==> src/verilog/atc_cfg_pkg.sv <==
package atc_cfg_pkg;

	// Number of plane IDs the tower can hand out.
	localparam int num_planes = 16;

	// Width of a plane ID.
	localparam int id_w = 4;

	// Depth of every queue in the tower.
	localparam int queue_depth = 4;

	// Runways under control of the tower.
	localparam int num_runways = 2;

endpackage

==> src/verilog/atc_msg_pkg.sv <==
package atc_msg_pkg;

	// Request and reply words share one layout: ID, type, action.
	localparam int word_w = 9;
	localparam int type_w = 3;
	localparam int action_w = 2;

	localparam int action_lsb = 0;
	localparam int type_lsb = action_lsb + action_w;
	localparam int id_lsb = type_lsb + type_w; // Plane ID sits in bits 8..5.

	// Request types.
	typedef enum logic [type_w-1:0] {
		msg_request = 3'b000, // Action bit 1 picks landing.
		msg_vacated = 3'b001, // Action bit 0 names the runway.
		msg_emergency = 3'b010, // Not supported, answered with say again.
		msg_id_request = 3'b111
	} msg_type_e;

	// Reply types.
	typedef enum logic [type_w-1:0] {
		rep_clear = 3'b011,
		rep_hold = 3'b100,
		rep_say_again = 3'b101,
		rep_divert = 3'b110,
		rep_id = 3'b111
	} reply_code_e;

	// Action values for replies that carry no runway.
	localparam logic [action_w-1:0] act_none = 2'b00;
	localparam logic [action_w-1:0] act_id_invalid = 2'b11; // Pool exhausted.

endpackage
==> src/verilog/atc_top.sv <==
module atc_top (
	input logic clock,
	input logic reset,
	input logic [atc_msg_pkg::word_w-1:0] req_data,
	input logic req_valid,
	output logic req_ready,
	output logic [atc_msg_pkg::word_w-1:0] reply_data,
	output logic reply_valid,
	input logic reply_ready,
	output logic [atc_cfg_pkg::num_runways-1:0] runway_busy
);

	logic [atc_msg_pkg::word_w-1:0] req_head;
	logic req_avail;
	logic req_pop;
	logic takeoff_push;
	logic takeoff_ready;
	logic [atc_cfg_pkg::id_w-1:0] takeoff_head;
	logic takeoff_valid;
	logic takeoff_pop;
	logic landing_push;
	logic landing_ready;
	logic [atc_cfg_pkg::id_w-1:0] landing_head;
	logic landing_valid;
	logic landing_pop;
	logic [atc_msg_pkg::word_w-1:0] reply_word;
	logic reply_push;
	logic reply_room;
	logic id_take;
	logic id_release;
	logic [atc_cfg_pkg::id_w-1:0] id_release_id;
	logic [atc_cfg_pkg::num_planes-1:0] id_taken;
	logic [atc_cfg_pkg::id_w-1:0] id_grant;
	logic id_full;
	logic rw_lock;
	logic rw_unlock;
	logic rw_sel;
	logic [atc_cfg_pkg::id_w-1:0] rw_plane;

	plane_fifo request_q (
		.clock(clock),
		.reset(reset),
		.in_data(req_data),
		.in_valid(req_valid),
		.in_ready(req_ready),
		.out_data(req_head),
		.out_valid(req_avail),
		.out_ready(req_pop)
	);

	// Plane queues take their IDs off the sequencer's plane bus.
	plane_fifo #(.width(atc_cfg_pkg::id_w)) takeoff_q (
		.clock(clock),
		.reset(reset),
		.in_data(rw_plane),
		.in_valid(takeoff_push),
		.in_ready(takeoff_ready),
		.out_data(takeoff_head),
		.out_valid(takeoff_valid),
		.out_ready(takeoff_pop)
	);

	plane_fifo #(.width(atc_cfg_pkg::id_w)) landing_q (
		.clock(clock),
		.reset(reset),
		.in_data(rw_plane),
		.in_valid(landing_push),
		.in_ready(landing_ready),
		.out_data(landing_head),
		.out_valid(landing_valid),
		.out_ready(landing_pop)
	);

	plane_fifo reply_q (
		.clock(clock),
		.reset(reset),
		.in_data(reply_word),
		.in_valid(reply_push),
		.in_ready(reply_room),
		.out_data(reply_data),
		.out_valid(reply_valid),
		.out_ready(reply_ready)
	);

	id_pool ids (
		.clock(clock),
		.reset(reset),
		.take(id_take),
		.release_en(id_release),
		.release_id(id_release_id),
		.grant_id(id_grant),
		.taken(id_taken),
		.full(id_full)
	);

	runway_table runways (
		.clock(clock),
		.reset(reset),
		.lock(rw_lock),
		.unlock(rw_unlock),
		.sel_runway(rw_sel),
		.plane_id(rw_plane),
		.busy(runway_busy)
	);

	tower_fsm tower (
		.clock(clock),
		.reset(reset),
		.req_data(req_head),
		.req_valid(req_avail),
		.req_pop(req_pop),
		.takeoff_push(takeoff_push),
		.takeoff_full(!takeoff_ready),
		.takeoff_head(takeoff_head),
		.takeoff_valid(takeoff_valid),
		.takeoff_pop(takeoff_pop),
		.landing_push(landing_push),
		.landing_full(!landing_ready),
		.landing_head(landing_head),
		.landing_valid(landing_valid),
		.landing_pop(landing_pop),
		.reply_data(reply_word),
		.reply_push(reply_push),
		.reply_full(!reply_room),
		.id_take(id_take),
		.id_release(id_release),
		.id_release_id(id_release_id),
		.id_taken(id_taken),
		.id_grant(id_grant),
		.id_full(id_full),
		.rw_lock(rw_lock),
		.rw_unlock(rw_unlock),
		.rw_sel(rw_sel),
		.rw_plane(rw_plane),
		.rw_busy(runway_busy)
	);

endmodule

==> src/verilog/tower_fsm.sv <==
module tower_fsm (
	input logic clock,
	input logic reset,
	input logic [atc_msg_pkg::word_w-1:0] req_data,
	input logic req_valid,
	output logic req_pop,
	output logic takeoff_push,
	input logic takeoff_full,
	input logic [atc_cfg_pkg::id_w-1:0] takeoff_head,
	input logic takeoff_valid,
	output logic takeoff_pop,
	output logic landing_push,
	input logic landing_full,
	input logic [atc_cfg_pkg::id_w-1:0] landing_head,
	input logic landing_valid,
	output logic landing_pop,
	output logic [atc_msg_pkg::word_w-1:0] reply_data,
	output logic reply_push,
	input logic reply_full,
	output logic id_take,
	output logic id_release,
	output logic [atc_cfg_pkg::id_w-1:0] id_release_id,
	input logic [atc_cfg_pkg::num_planes-1:0] id_taken,
	input logic [atc_cfg_pkg::id_w-1:0] id_grant,
	input logic id_full,
	output logic rw_lock,
	output logic rw_unlock,
	output logic rw_sel,
	output logic [atc_cfg_pkg::id_w-1:0] rw_plane,
	input logic [atc_cfg_pkg::num_runways-1:0] rw_busy
);

	typedef enum logic [2:0] {
		idle,
		decode,
		reply,
		schedule,
		clear
	} state_e;

	state_e state;
	state_e state_next;
	logic [atc_msg_pkg::word_w-1:0] req_q;
	logic [atc_msg_pkg::word_w-1:0] reply_next;
	logic reply_load;
	logic prio_landing;
	logic flip_prio;
	logic [atc_cfg_pkg::id_w-1:0] req_id;
	atc_msg_pkg::msg_type_e req_type;
	logic [atc_msg_pkg::action_w-1:0] req_action;
	logic registered;
	logic runway_free;
	logic any_waiting;
	logic pick_landing;
	logic [atc_cfg_pkg::id_w-1:0] head_id;

	assign req_id = req_q[atc_msg_pkg::id_lsb +: atc_cfg_pkg::id_w];
	assign req_type = atc_msg_pkg::msg_type_e'(req_q[atc_msg_pkg::type_lsb +: atc_msg_pkg::type_w]);
	assign req_action = req_q[atc_msg_pkg::action_lsb +: atc_msg_pkg::action_w];
	assign registered = id_taken[req_id];
	assign id_release_id = req_id;

	assign runway_free = !(&rw_busy);
	assign any_waiting = takeoff_valid || landing_valid;

	// A lone queue always wins; with both waiting the flag decides.
	assign pick_landing = landing_valid && (!takeoff_valid || prio_landing);
	assign head_id = pick_landing ? landing_head : takeoff_head;

	always_comb begin
		state_next = state;
		req_pop = 1'b0;
		takeoff_push = 1'b0;
		takeoff_pop = 1'b0;
		landing_push = 1'b0;
		landing_pop = 1'b0;
		reply_push = 1'b0;
		id_take = 1'b0;
		id_release = 1'b0;
		rw_lock = 1'b0;
		rw_unlock = 1'b0;
		rw_sel = req_action[0];
		rw_plane = req_id; // Also the data pushed into the plane queues.
		reply_next = reply_data;
		reply_load = 1'b0;
		flip_prio = 1'b0;
		case (state)
			idle: begin
				if (req_valid) begin
					req_pop = 1'b1;
					state_next = decode;
				end else if (runway_free && any_waiting) begin
					state_next = schedule;
				end
			end
			decode: begin
				state_next = idle; // Dropped and vacated requests send nothing.
				case (req_type)
					atc_msg_pkg::msg_request: begin
						if (registered) begin
							state_next = reply;
							reply_load = 1'b1;
							if (req_action[1] ? landing_full : takeoff_full) begin
								id_release = 1'b1;
								reply_next = {req_id, atc_msg_pkg::rep_divert,
									atc_msg_pkg::act_none};
							end else begin
								takeoff_push = !req_action[1];
								landing_push = req_action[1];
								reply_next = {req_id, atc_msg_pkg::rep_hold,
									atc_msg_pkg::act_none};
							end
						end
					end
					atc_msg_pkg::msg_vacated: begin
						if (registered) begin
							id_release = 1'b1;
							rw_unlock = 1'b1;
						end
					end
					atc_msg_pkg::msg_id_request: begin
						state_next = reply;
						reply_load = 1'b1;
						if (id_full) begin
							reply_next = {{atc_cfg_pkg::id_w{1'b0}}, atc_msg_pkg::rep_id,
								atc_msg_pkg::act_id_invalid};
						end else begin
							id_take = 1'b1;
							reply_next = {id_grant, atc_msg_pkg::rep_id, atc_msg_pkg::act_none};
						end
					end
					default: begin
						// Emergency and unknown types.
						if (registered) begin
							state_next = reply;
							reply_load = 1'b1;
							reply_next = {req_id, atc_msg_pkg::rep_say_again,
								atc_msg_pkg::act_none};
						end
					end
				endcase
			end
			schedule: begin
				takeoff_pop = !pick_landing;
				landing_pop = pick_landing;
				rw_lock = 1'b1;
				rw_sel = rw_busy[0]; // Lowest free runway of the two.
				rw_plane = head_id;
				flip_prio = 1'b1;
				reply_load = 1'b1;
				reply_next = {head_id, atc_msg_pkg::rep_clear, pick_landing, rw_busy[0]};
				state_next = clear;
			end
			reply, clear: begin
				// Hold the reply until the reply queue has room.
				if (!reply_full) begin
					reply_push = 1'b1;
					state_next = idle;
				end
			end
			default: state_next = idle;
		endcase
	end

	always_ff @(posedge clock) begin
		if (req_pop)
			req_q <= req_data;
		if (reply_load)
			reply_data <= reply_next;
	end

	always_ff @(posedge clock) begin
		if (reset) begin
			state <= idle;
			prio_landing <= 1'b0; // Takeoff goes first.
		end else begin
			state <= state_next;
			if (flip_prio)
				prio_landing <= !prio_landing;
		end
	end

endmodule

==> src/verilog/runway_table.sv <==
module runway_table (
	input logic clock,
	input logic reset,
	input logic lock,
	input logic unlock,
	input logic sel_runway,
	input logic [atc_cfg_pkg::id_w-1:0] plane_id,
	output logic [atc_cfg_pkg::num_runways-1:0] busy
);

	logic [atc_cfg_pkg::id_w-1:0] holder [atc_cfg_pkg::num_runways];
	logic owner_match;

	// Only the plane that holds the runway may free it.
	assign owner_match = holder[sel_runway] == plane_id;

	always_ff @(posedge clock) begin
		if (lock)
			holder[sel_runway] <= plane_id;
	end

	always_ff @(posedge clock) begin
		if (reset)
			busy <= '0;
		else if (lock)
			busy[sel_runway] <= 1'b1;
		else if (unlock && owner_match)
			busy[sel_runway] <= 1'b0;
	end

endmodule

==> src/verilog/id_pool.sv <==
module id_pool (
	input logic clock,
	input logic reset,
	input logic take,
	input logic release_en,
	input logic [atc_cfg_pkg::id_w-1:0] release_id,
	output logic [atc_cfg_pkg::id_w-1:0] grant_id,
	output logic [atc_cfg_pkg::num_planes-1:0] taken,
	output logic full
);

	assign full = &taken;

	// Lowest free ID. Scanning downward leaves the lowest one.
	always_comb begin
		grant_id = '0;
		for (int i = atc_cfg_pkg::num_planes - 1; i >= 0; i--) begin
			if (!taken[i])
				grant_id = i[atc_cfg_pkg::id_w-1:0];
		end
	end

	always_ff @(posedge clock) begin
		if (reset)
			taken <= '0;
		else if (release_en)
			taken[release_id] <= 1'b0; // Release has priority over a grant.
		else if (take && !full)
			taken[grant_id] <= 1'b1;
	end

endmodule

==> src/verilog/plane_fifo.sv <==
module plane_fifo #(
	parameter int width = atc_msg_pkg::word_w
) (
	input logic clock,
	input logic reset,
	input logic [width-1:0] in_data,
	input logic in_valid,
	output logic in_ready,
	output logic [width-1:0] out_data,
	output logic out_valid,
	input logic out_ready
);

	logic [width-1:0] mem [atc_cfg_pkg::queue_depth];
	logic [$clog2(atc_cfg_pkg::queue_depth)-1:0] wr_ptr;
	logic [$clog2(atc_cfg_pkg::queue_depth)-1:0] rd_ptr;
	logic [$clog2(atc_cfg_pkg::queue_depth+1)-1:0] count;
	logic push;
	logic pop;

	assign in_ready = count != atc_cfg_pkg::queue_depth;
	assign out_valid = count != 0;
	assign out_data = mem[rd_ptr]; // Head shows without a read.
	assign push = in_valid && in_ready;
	assign pop = out_ready && out_valid;

	always_ff @(posedge clock) begin
		if (push)
			mem[wr_ptr] <= in_data;
	end

	always_ff @(posedge clock) begin
		if (reset) begin
			wr_ptr <= '0;
			rd_ptr <= '0;
			count <= '0;
		end else begin
			if (push)
				wr_ptr <= (wr_ptr == atc_cfg_pkg::queue_depth - 1) ? '0 : wr_ptr + 1'b1;
			if (pop)
				rd_ptr <= (rd_ptr == atc_cfg_pkg::queue_depth - 1) ? '0 : rd_ptr + 1'b1;
			if (push && !pop)
				count <= count + 1'b1;
			else if (pop && !push)
				count <= count - 1'b1;
		end
	end

endmodule

==> config.mk <==
export PLATFORM = sky130hd
export DESIGN_NAME = atc_top
export DESIGN_NICKNAME = d
export VERILOG_FILES = /design/src/verilog/atc_cfg_pkg.sv /design/src/verilog/atc_msg_pkg.sv /design/src/verilog/atc_top.sv /design/src/verilog/tower_fsm.sv /design/src/verilog/runway_table.sv /design/src/verilog/id_pool.sv /design/src/verilog/plane_fifo.sv
export SDC_FILE = /design/constraint.sdc
export NUM_CORES = 1
export LEC_CHECK = 0
export BUFFER_PORTS_ARGS = -buffer_cell sky130_fd_sc_hd__buf_2
export CAP_MARGIN = 20
export CORE_MARGIN = 2
export CORE_UTILIZATION = 40
export DETAILED_ROUTE_END_ITERATION = 12
export MAX_ROUTING_LAYER = met4
export PLACE_DENSITY = 0.55
export REMOVE_ABC_BUFFERS = 1
export SLEW_MARGIN = 5
export SYNTH_ARGS = -nofsm -noshare
export SYNTH_HDL_FRONTEND = slang
export SYNTH_SLANG_ARGS = --single-unit
export TNS_END_PERCENT = 10
==> constraint.sdc <==
create_clock -name clock -period 4.4 [get_ports clock]
set_clock_uncertainty 0.05 [all_clocks]
set_input_delay 0.88 -clock clock [delete_from_list [all_inputs] [get_ports clock]]
set_output_delay 0.88 -clock clock [all_outputs]
set_load 0.02 [all_outputs]
; Word level (Yosys, flattened, before mapping)
; Memories as Yosys holds them, arrays and structs flattened. A register that Yosys moved wholly into a read port is not among the register bits.
; Index checks and enable logic that the tools add are counted.
[op_classes]
n_addsub = 16
n_mul = 0
div = 0
n_lt_le_gt_ge = 6
eq_ne = 24
shift = 0
muxes = 103
bitwise_logic = 6
reduce_logical = 59
[ops]
columns = operator, n
row1 = 2-to-1 mux 4 bit, 19
row2 = 2-to-1 mux 1 bit, 40
row3 = 2-to-1 mux 2 bit, 17
row4 = 2-to-1 mux 3 bit, 11
row5 = 2-to-1 mux 16 bit, 2
row6 = 2-to-1 mux 9 bit, 3
row7 = one-hot mux 9 bit (3 select lines), 1
row8 = logical AND 1 bit, 23
row9 = one-hot mux 9 bit (2 select lines), 1
row10 = adder 2 x 1 -> 2 bit (second input constant), 8
row11 = bitwise AND 16 bit, 1
row12 = equality test 2 bit (second input constant), 8
row13 = zero test 1 bit, 16
row14 = inverter 16 bit, 1
row15 = bitwise OR 16 bit, 1
row16 = AND reduction 16 bit, 1
row17 = nonzero test 2 bit, 7
row18 = adder 3 x 1 -> 3 bit (second input constant), 4
row19 = inequality test 3 bit (second input constant), 4
row20 = one-hot mux 3 bit (4 select lines), 1
row21 = nonzero test 3 bit, 4
row22 = subtractor 3 x 1 -> 3 bit (second input constant), 4
row23 = < comparator 4 x 5 -> 1 bit (second input constant), 2
row24 = demux 1 bit (select 4 bit), 2
row25 = 22 further kinds, 33
[word_totals]
reg_bits = 59
latch_bits = 0
ramBits = 112
rom_bits = 0
inputBits = 13
wordCells = 236
mem_count = 5
[memory_table]
columns = memory, depth, word_bits, rd, rd_ports_with_merged_regs, wr, line_no
row1 = reply_q.mem, 4, 9, 1, 1, 1, plane_fifo.sv:14  ; logic [width-1:0] mem [atc_cfg_pkg::queue_depth];
row2 = request_q.mem, 4, 9, 1, 1, 1, plane_fifo.sv:14
row3 = landing_q.mem, 4, 4, 1, 1, 1, plane_fifo.sv:14
row4 = takeoff_q.mem, 4, 4, 1, 1, 1, plane_fifo.sv:14
row5 = runways.holder, 2, 4, 1, 0, 1, runway_table.sv:11  ; logic [atc_cfg_pkg::id_w-1:0] holder [atc_cfg_pkg::num_runways];

; Logic depth before layout (Yosys ltp)
[depth]
depth_word = 23
ltp_mapped = 12
depth_no_buf = 10

; Hierarchy
; Synthesis repeated with hierarchy kept, for this count alone.
[unflattened]
cells_unflattened = 619
hier_area_um2 = 8396.8
[modules_own_cells]
columns = mod, n_inst, cells_per_inst, area_per_inst_um2
row1 = plane_fifo at reply_q ..., 2, 95, 1776.7
row2 = plane_fifo at landing_q ..., 2, 68, 1054.8
row3 = tower_fsm, 1, 133, 1323.8
row4 = id_pool, 1, 129, 970.9
row5 = runway_table, 1, 28, 427.9
row6 = atc_top, 1, 3, 11.3

; Worst setup path after synthesis
; OpenSTA, ideal clock, no wires.
[synth_path]
path_kind = register to register
startpoint = register tower.state[1]
endpoint = register landing_q.count[2] in the netlist's numbering
arrival_ns = 2.941
path_slack_ns = 1.339
stages_incl_launch_ff = 13
period_less_slack_ns = 3.061
path_cell_list = dfxtp_1 -> buf_6 -> or3b_1 -> a311o_1 -> a311oi_2 -> o211a_1 -> buf_2 -> ha_1 -> inv_1 -> fa_1 -> xor2_1 -> or3_1 -> a21oi_1
[synth_via]
elab_chain_len = 6
[synth_rtl]
columns = element, line_no
row1 = "start, declared", tower_fsm.sv:41  ; state_e state;
row2 = "start signal, assigned", tower_fsm.sv:174  ; state <= idle;
row3 = "start signal, assigned", tower_fsm.sv:177  ; state <= state_next;
row4 = equality test 3 x 1 -> 1 bit (*), tower_fsm.sv:87  ; case (state)
row5 = 2-to-1 mux 1 bit (*), tower_fsm.sv:87
row6 = logical AND 1 bit (*), plane_fifo.sv:24  ; assign push = in_valid && in_ready;
row7 = via landing_q.push, plane_fifo.sv:18  ; logic push;
row8 = zero test 1 bit, plane_fifo.sv:44  ; else if (pop && !push)
row9 = logical AND 1 bit, plane_fifo.sv:44
row10 = nonzero test 2 bit (no line), -
row11 = "end signal, assigned", plane_fifo.sv:43  ; count <= count + 1'b1;
row12 = "end signal, assigned", plane_fifo.sv:45  ; count <= count - 1'b1;
row13 = "end, declared", plane_fifo.sv:17  ; logic [$clog2(atc_cfg_pkg::queue_depth+1)-1:0] count;
; Mark *: on every way through the listed nets, which the timed path passes. The rest lies on a longest branch.
; A chain may end at the register's enable or synchronous reset.

; Worst setup path in the final report
[layout_path]
startpoint = register tower.req_q[6] in the netlist's numbering, read port of request_q.mem
endpoint = register landing_q.count[2] in the netlist's numbering
[layout_via]
elab_chain_len = 9
[layout_rtl]
columns = element, line_no
row1 = "start, declared", tower_fsm.sv:43  ; logic [atc_msg_pkg::word_w-1:0] req_q;
row2 = binary-select mux 1 bit (select 4 bit) (*), tower_fsm.sv:60  ; assign registered = id_taken[req_id];
row3 = 2-to-1 mux 1 bit (implied by the code) (*), tower_fsm.sv:60
row4 = 2-to-1 mux 1 bit (*), tower_fsm.sv:100  ; if (registered) begin
row5 = 2-to-1 mux 1 bit (*), tower_fsm.sv:98  ; case (req_type)
row6 = 2-to-1 mux 1 bit (*), tower_fsm.sv:87
row7 = logical AND 1 bit (*), plane_fifo.sv:24
row8 = zero test 1 bit, plane_fifo.sv:44
row9 = logical AND 1 bit, plane_fifo.sv:44
row10 = nonzero test 2 bit (no line), -
; Every way passes the cells marked *; elsewhere a longest branch is shown, timed or not. The select of a mux whose other input is x is not followed.

==> flow_summary_export.csv <==
group,metric,value,unit
sta,finalCritPeriodShare,79.9,%
sta,max_freq,284,MHz
synthesis,ys_types,58,
setup_path,max_stage_delay,770,ps
layout,num-nets-final,641,
setup_path,cp_num_buf_inv,1,
layout,final_cell_mix,"edfxtp_1, dfxtp_1, nor2_1, nand2_1, mux4_2",
clock_tree,clock_latency,430,ps
sta,final-max-slew-violation-count,0,
power_and_ir_drop,sw_frac_of_total,32.0,%
placement,gp_congestion,0.852,
power_and_ir_drop,irDropWorstVdd,0.308,mV
clock_tree,postCtsSetupBuffers,0,
clock_tree,cts_htree_levels,4,
sta,min_period,3520,ps
synthesis,netlist_area,0.00800,mm²
routing,wire_per_inst,18.3,µm
routing,ant_nets,0,
sta,relSlewSlack,43.7,%
layout,syn2layout_area_growth,11.6,%
floorplanning,boundaryPins,26,
synthesis,synth_edf_count,130,
floorplanning,core_area,0.0195,mm²
synthesis,seq_area_frac_synth,62.8,%
sta,worst_pin_slew,839,ps
placement,pre_cts_ws,924,ps
global_route,antenna_found_initial,0,
routing,drtPass1Iterations,4,
floorplanning,die_w,145,µm
power_and_ir_drop,pwr-share-seq,49.1,%
sta,setup_slack,884,ps
clock_tree,clockBufferDepth,2,
setup_path,timing.critical_path.cells,"mux2i_1, a311o_1, a311oi_2, o211a_1, ha_1, inv_1, fa_1, xor2_1, or3_1, a21oi_1",
synthesis,synth_area_leaders,"edfxtp_1, dfxtp_1, mux4_2",
floorplanning,die_h,145,µm
global_route,grt_max_degree,33,
placement,dp_hpwl,11400,µm
routing,drtIter0Drc,243,
power_and_ir_drop,power,5070,µW
synthesis,yosysWarningCount,0,
clock_tree,cts_tree,"built",
setup_path,critPathKind,"flop to flop",
layout,layout_commonest_cell,"edfxtp_1",
floorplanning,rows,51,
setup_path,cp_max_fo,17,
sta,setup_viol,0,
routing,vias,4726,
synthesis,synth_ff_type,"edfxtp_1",
setup_path,crit_family,"compound AO/OA/AOI/OAI gates",
routing,drt_wl_total,16100,µm
clock_tree,cts_hold_buf,0,
placement,io_buffer_count,25,
synthesis,synth_top_cell_by_area,"edfxtp_1",
run,drv_cap,0,
setup_path,cp_slowest_cell,"edfxtp_1",
clock_tree,numCtsBuffers,17,
power_and_ir_drop,internal_power,3440,µW
synthesis,synth-async-reset-ratio,0,%
setup_path,cp-end-kind,"flop",
power_and_ir_drop,power_density,568,mW/mm²
power_and_ir_drop,p_sw,1620,µW
synthesis,synth_cells,580,
synthesis,synth_top_cell_area_share,48.8,%
global_route,grt_pass1_wl,25800,µm
min_path,hp-class,"flop to flop",
power_and_ir_drop,combPwrFrac,21.8,%
power_and_ir_drop,clockPowerShare,29.1,%
global_route,grt_overflow,0,
layout,n_fill_cell,1745,
setup_path,crit_arrival,3820,ps
sta,setup_tns,0,ps
power_and_ir_drop,leakage,0.00307,µW
clock_tree,clock-sinks,186,
sta,rsz0062_at_grt,"false",
sta,hold_viol_final,0,
routing,drc,0,
setup_path,start_kind,"flop",
clock_tree,cts_resized,0,
synthesis,synth-seq-cells,186,
clock_tree,root_buffer,"clkbuf_16",
floorplanning,initial_core_util,41.0,%
layout,layout-drive-gt1-share,14.5,%
synthesis,avgSynthCellArea,13.8,µm²
floorplanning,die-area,0.0211,mm²
global_route,grt_pass1_vias,4805,
setup_path,worstPathRequired,4700,ps
clock_tree,clkTransAtPathRegs,70,ps
status,outcome,"finished, final reports clean",
layout,antenna_cells,0,
global_route,grtUsageTotal,16.3,%
routing,routed_via_density,5.38,
## logic make-up after synthesis
| family | after synthesis | share of synthesized area, % |
|---|---|---|
| compound gates | 88 | 7.59 |
| xor+xnor | 14 | 1.53 |
| fa+ha+maj | 28 | 4.76 |
| buf+inv | 48 | 2.41 |
| flops | 186 | 62.8 |
| mux | 49 | 10.5 |
| simple gates | 167 | 10.3 |
## worst paths after layout
| check | slack, ps | end | depth (start not counted) | startpoint |
|---|---|---|---|---|
| max reg2reg | 880 | landing_q.count[2]$_SDFFE_PP0P_ | 10 | tower.req_q[6]$_DFFE_PP_ |
| min | 440 | reply_q.rd_ptr[1]$_SDFFE_PP0P_ | 2 | reply_q.rd_ptr[1]$_SDFFE_PP0P_ |
| max | 880 | landing_q.count[2]$_SDFFE_PP0P_ | 10 | tower.req_q[6]$_DFFE_PP_ |
| min reg2reg | 440 | reply_q.rd_ptr[1]$_SDFFE_PP0P_ | 2 | reply_q.rd_ptr[1]$_SDFFE_PP0P_ |
## routing by layer
metal / global-route usage [%] / wire (µm) / vias up
met4: 6.27 / 382 / 0
li1: - / - / 2243
met3: 3.64 / 622 / 28
met1: 19.1 / 6830 / 2349
met5: - / 0 / -
met2: 27.5 / 8240 / 106
## synth_stat cells (3+ instances only)
cell type	instances
fa_1	4
inv_1	23
xnor2_1	5
nor2b_1	7
nor4b_1	3
xor2_1	9
nand2_1	35
and3_1	7
mux4_2	28
nor2_1	51
and2_1	13
dfxtp_1	56
mux2i_1	19
nor4_1	5
nand2b_1	4
nor3_1	15
nand4_1	6
o21ai_0	7
buf_1	6
ha_1	24
a21oi_1	21
edfxtp_1	130
a211oi_1	12
buf_2	4
a311oi_1	5
a31oi_1	14
or3_1	6
nand3_1	5
o31ai_1	3
clkbuf_1	14
## state kept, by name, summed over array words and instances (netlist names), 3 cells and up, named ones only
register and count:
request_q.count 3, takeoff_q.count 3, takeoff_q.mem 16, reply_q.mem 36
reply_q.count 3, request_q.mem 36, landing_q.mem 16, ids.taken 16
tower.req_q 9, tower.state 3, tower.reply_data 9, runways.holder 8
landing_q.count 3
## through the flow
stage,cell area (µm²),hold WS (ps),std cells,util (%)
detailed placement,8350,438,846,42.8
global route,8920,469,878,45.7
finish,8920,443,878,45.7
global placement,8350,417,846,42.8
CTS,8920,447,878,45.7
floorplan,7890,397,555,-
## power groups by stage
stage / logic [µW] / registers [µW] / clock network, µW
6_report: 1110 / 2490 / 1470
4_1_cts: 1120 / 2490 / 1500
5_1_grt: 1220 / 2530 / 1580
3_5_place_dp: 1110 / 2530 / 0
2_1_floorplan: 797 / 2440 / 0
3_3_place_gp: 1080 / 2510 / 0
## worst min-delay path: stages (launching register included)
cell and delay, ps:
dfxtp_1 320, nand2_1 50, a21oi_1 70
## cell type report
type | instances | area, µm² | area share [%]
Tap cell | 265 | 332 | 3.72
Timing Repair Buffer | 26 | 133 | 1.49
Inverter | 23 | 86.3 | 0.968
Sequential cell | 186 | 5020 | 56.3
Clock buffer | 18 | 429 | 4.81
Clock inverter | 14 | 139 | 1.56
Multi-Input combinational cell | 346 | 2780 | 31.1
(Power assumes the default switching activity.)
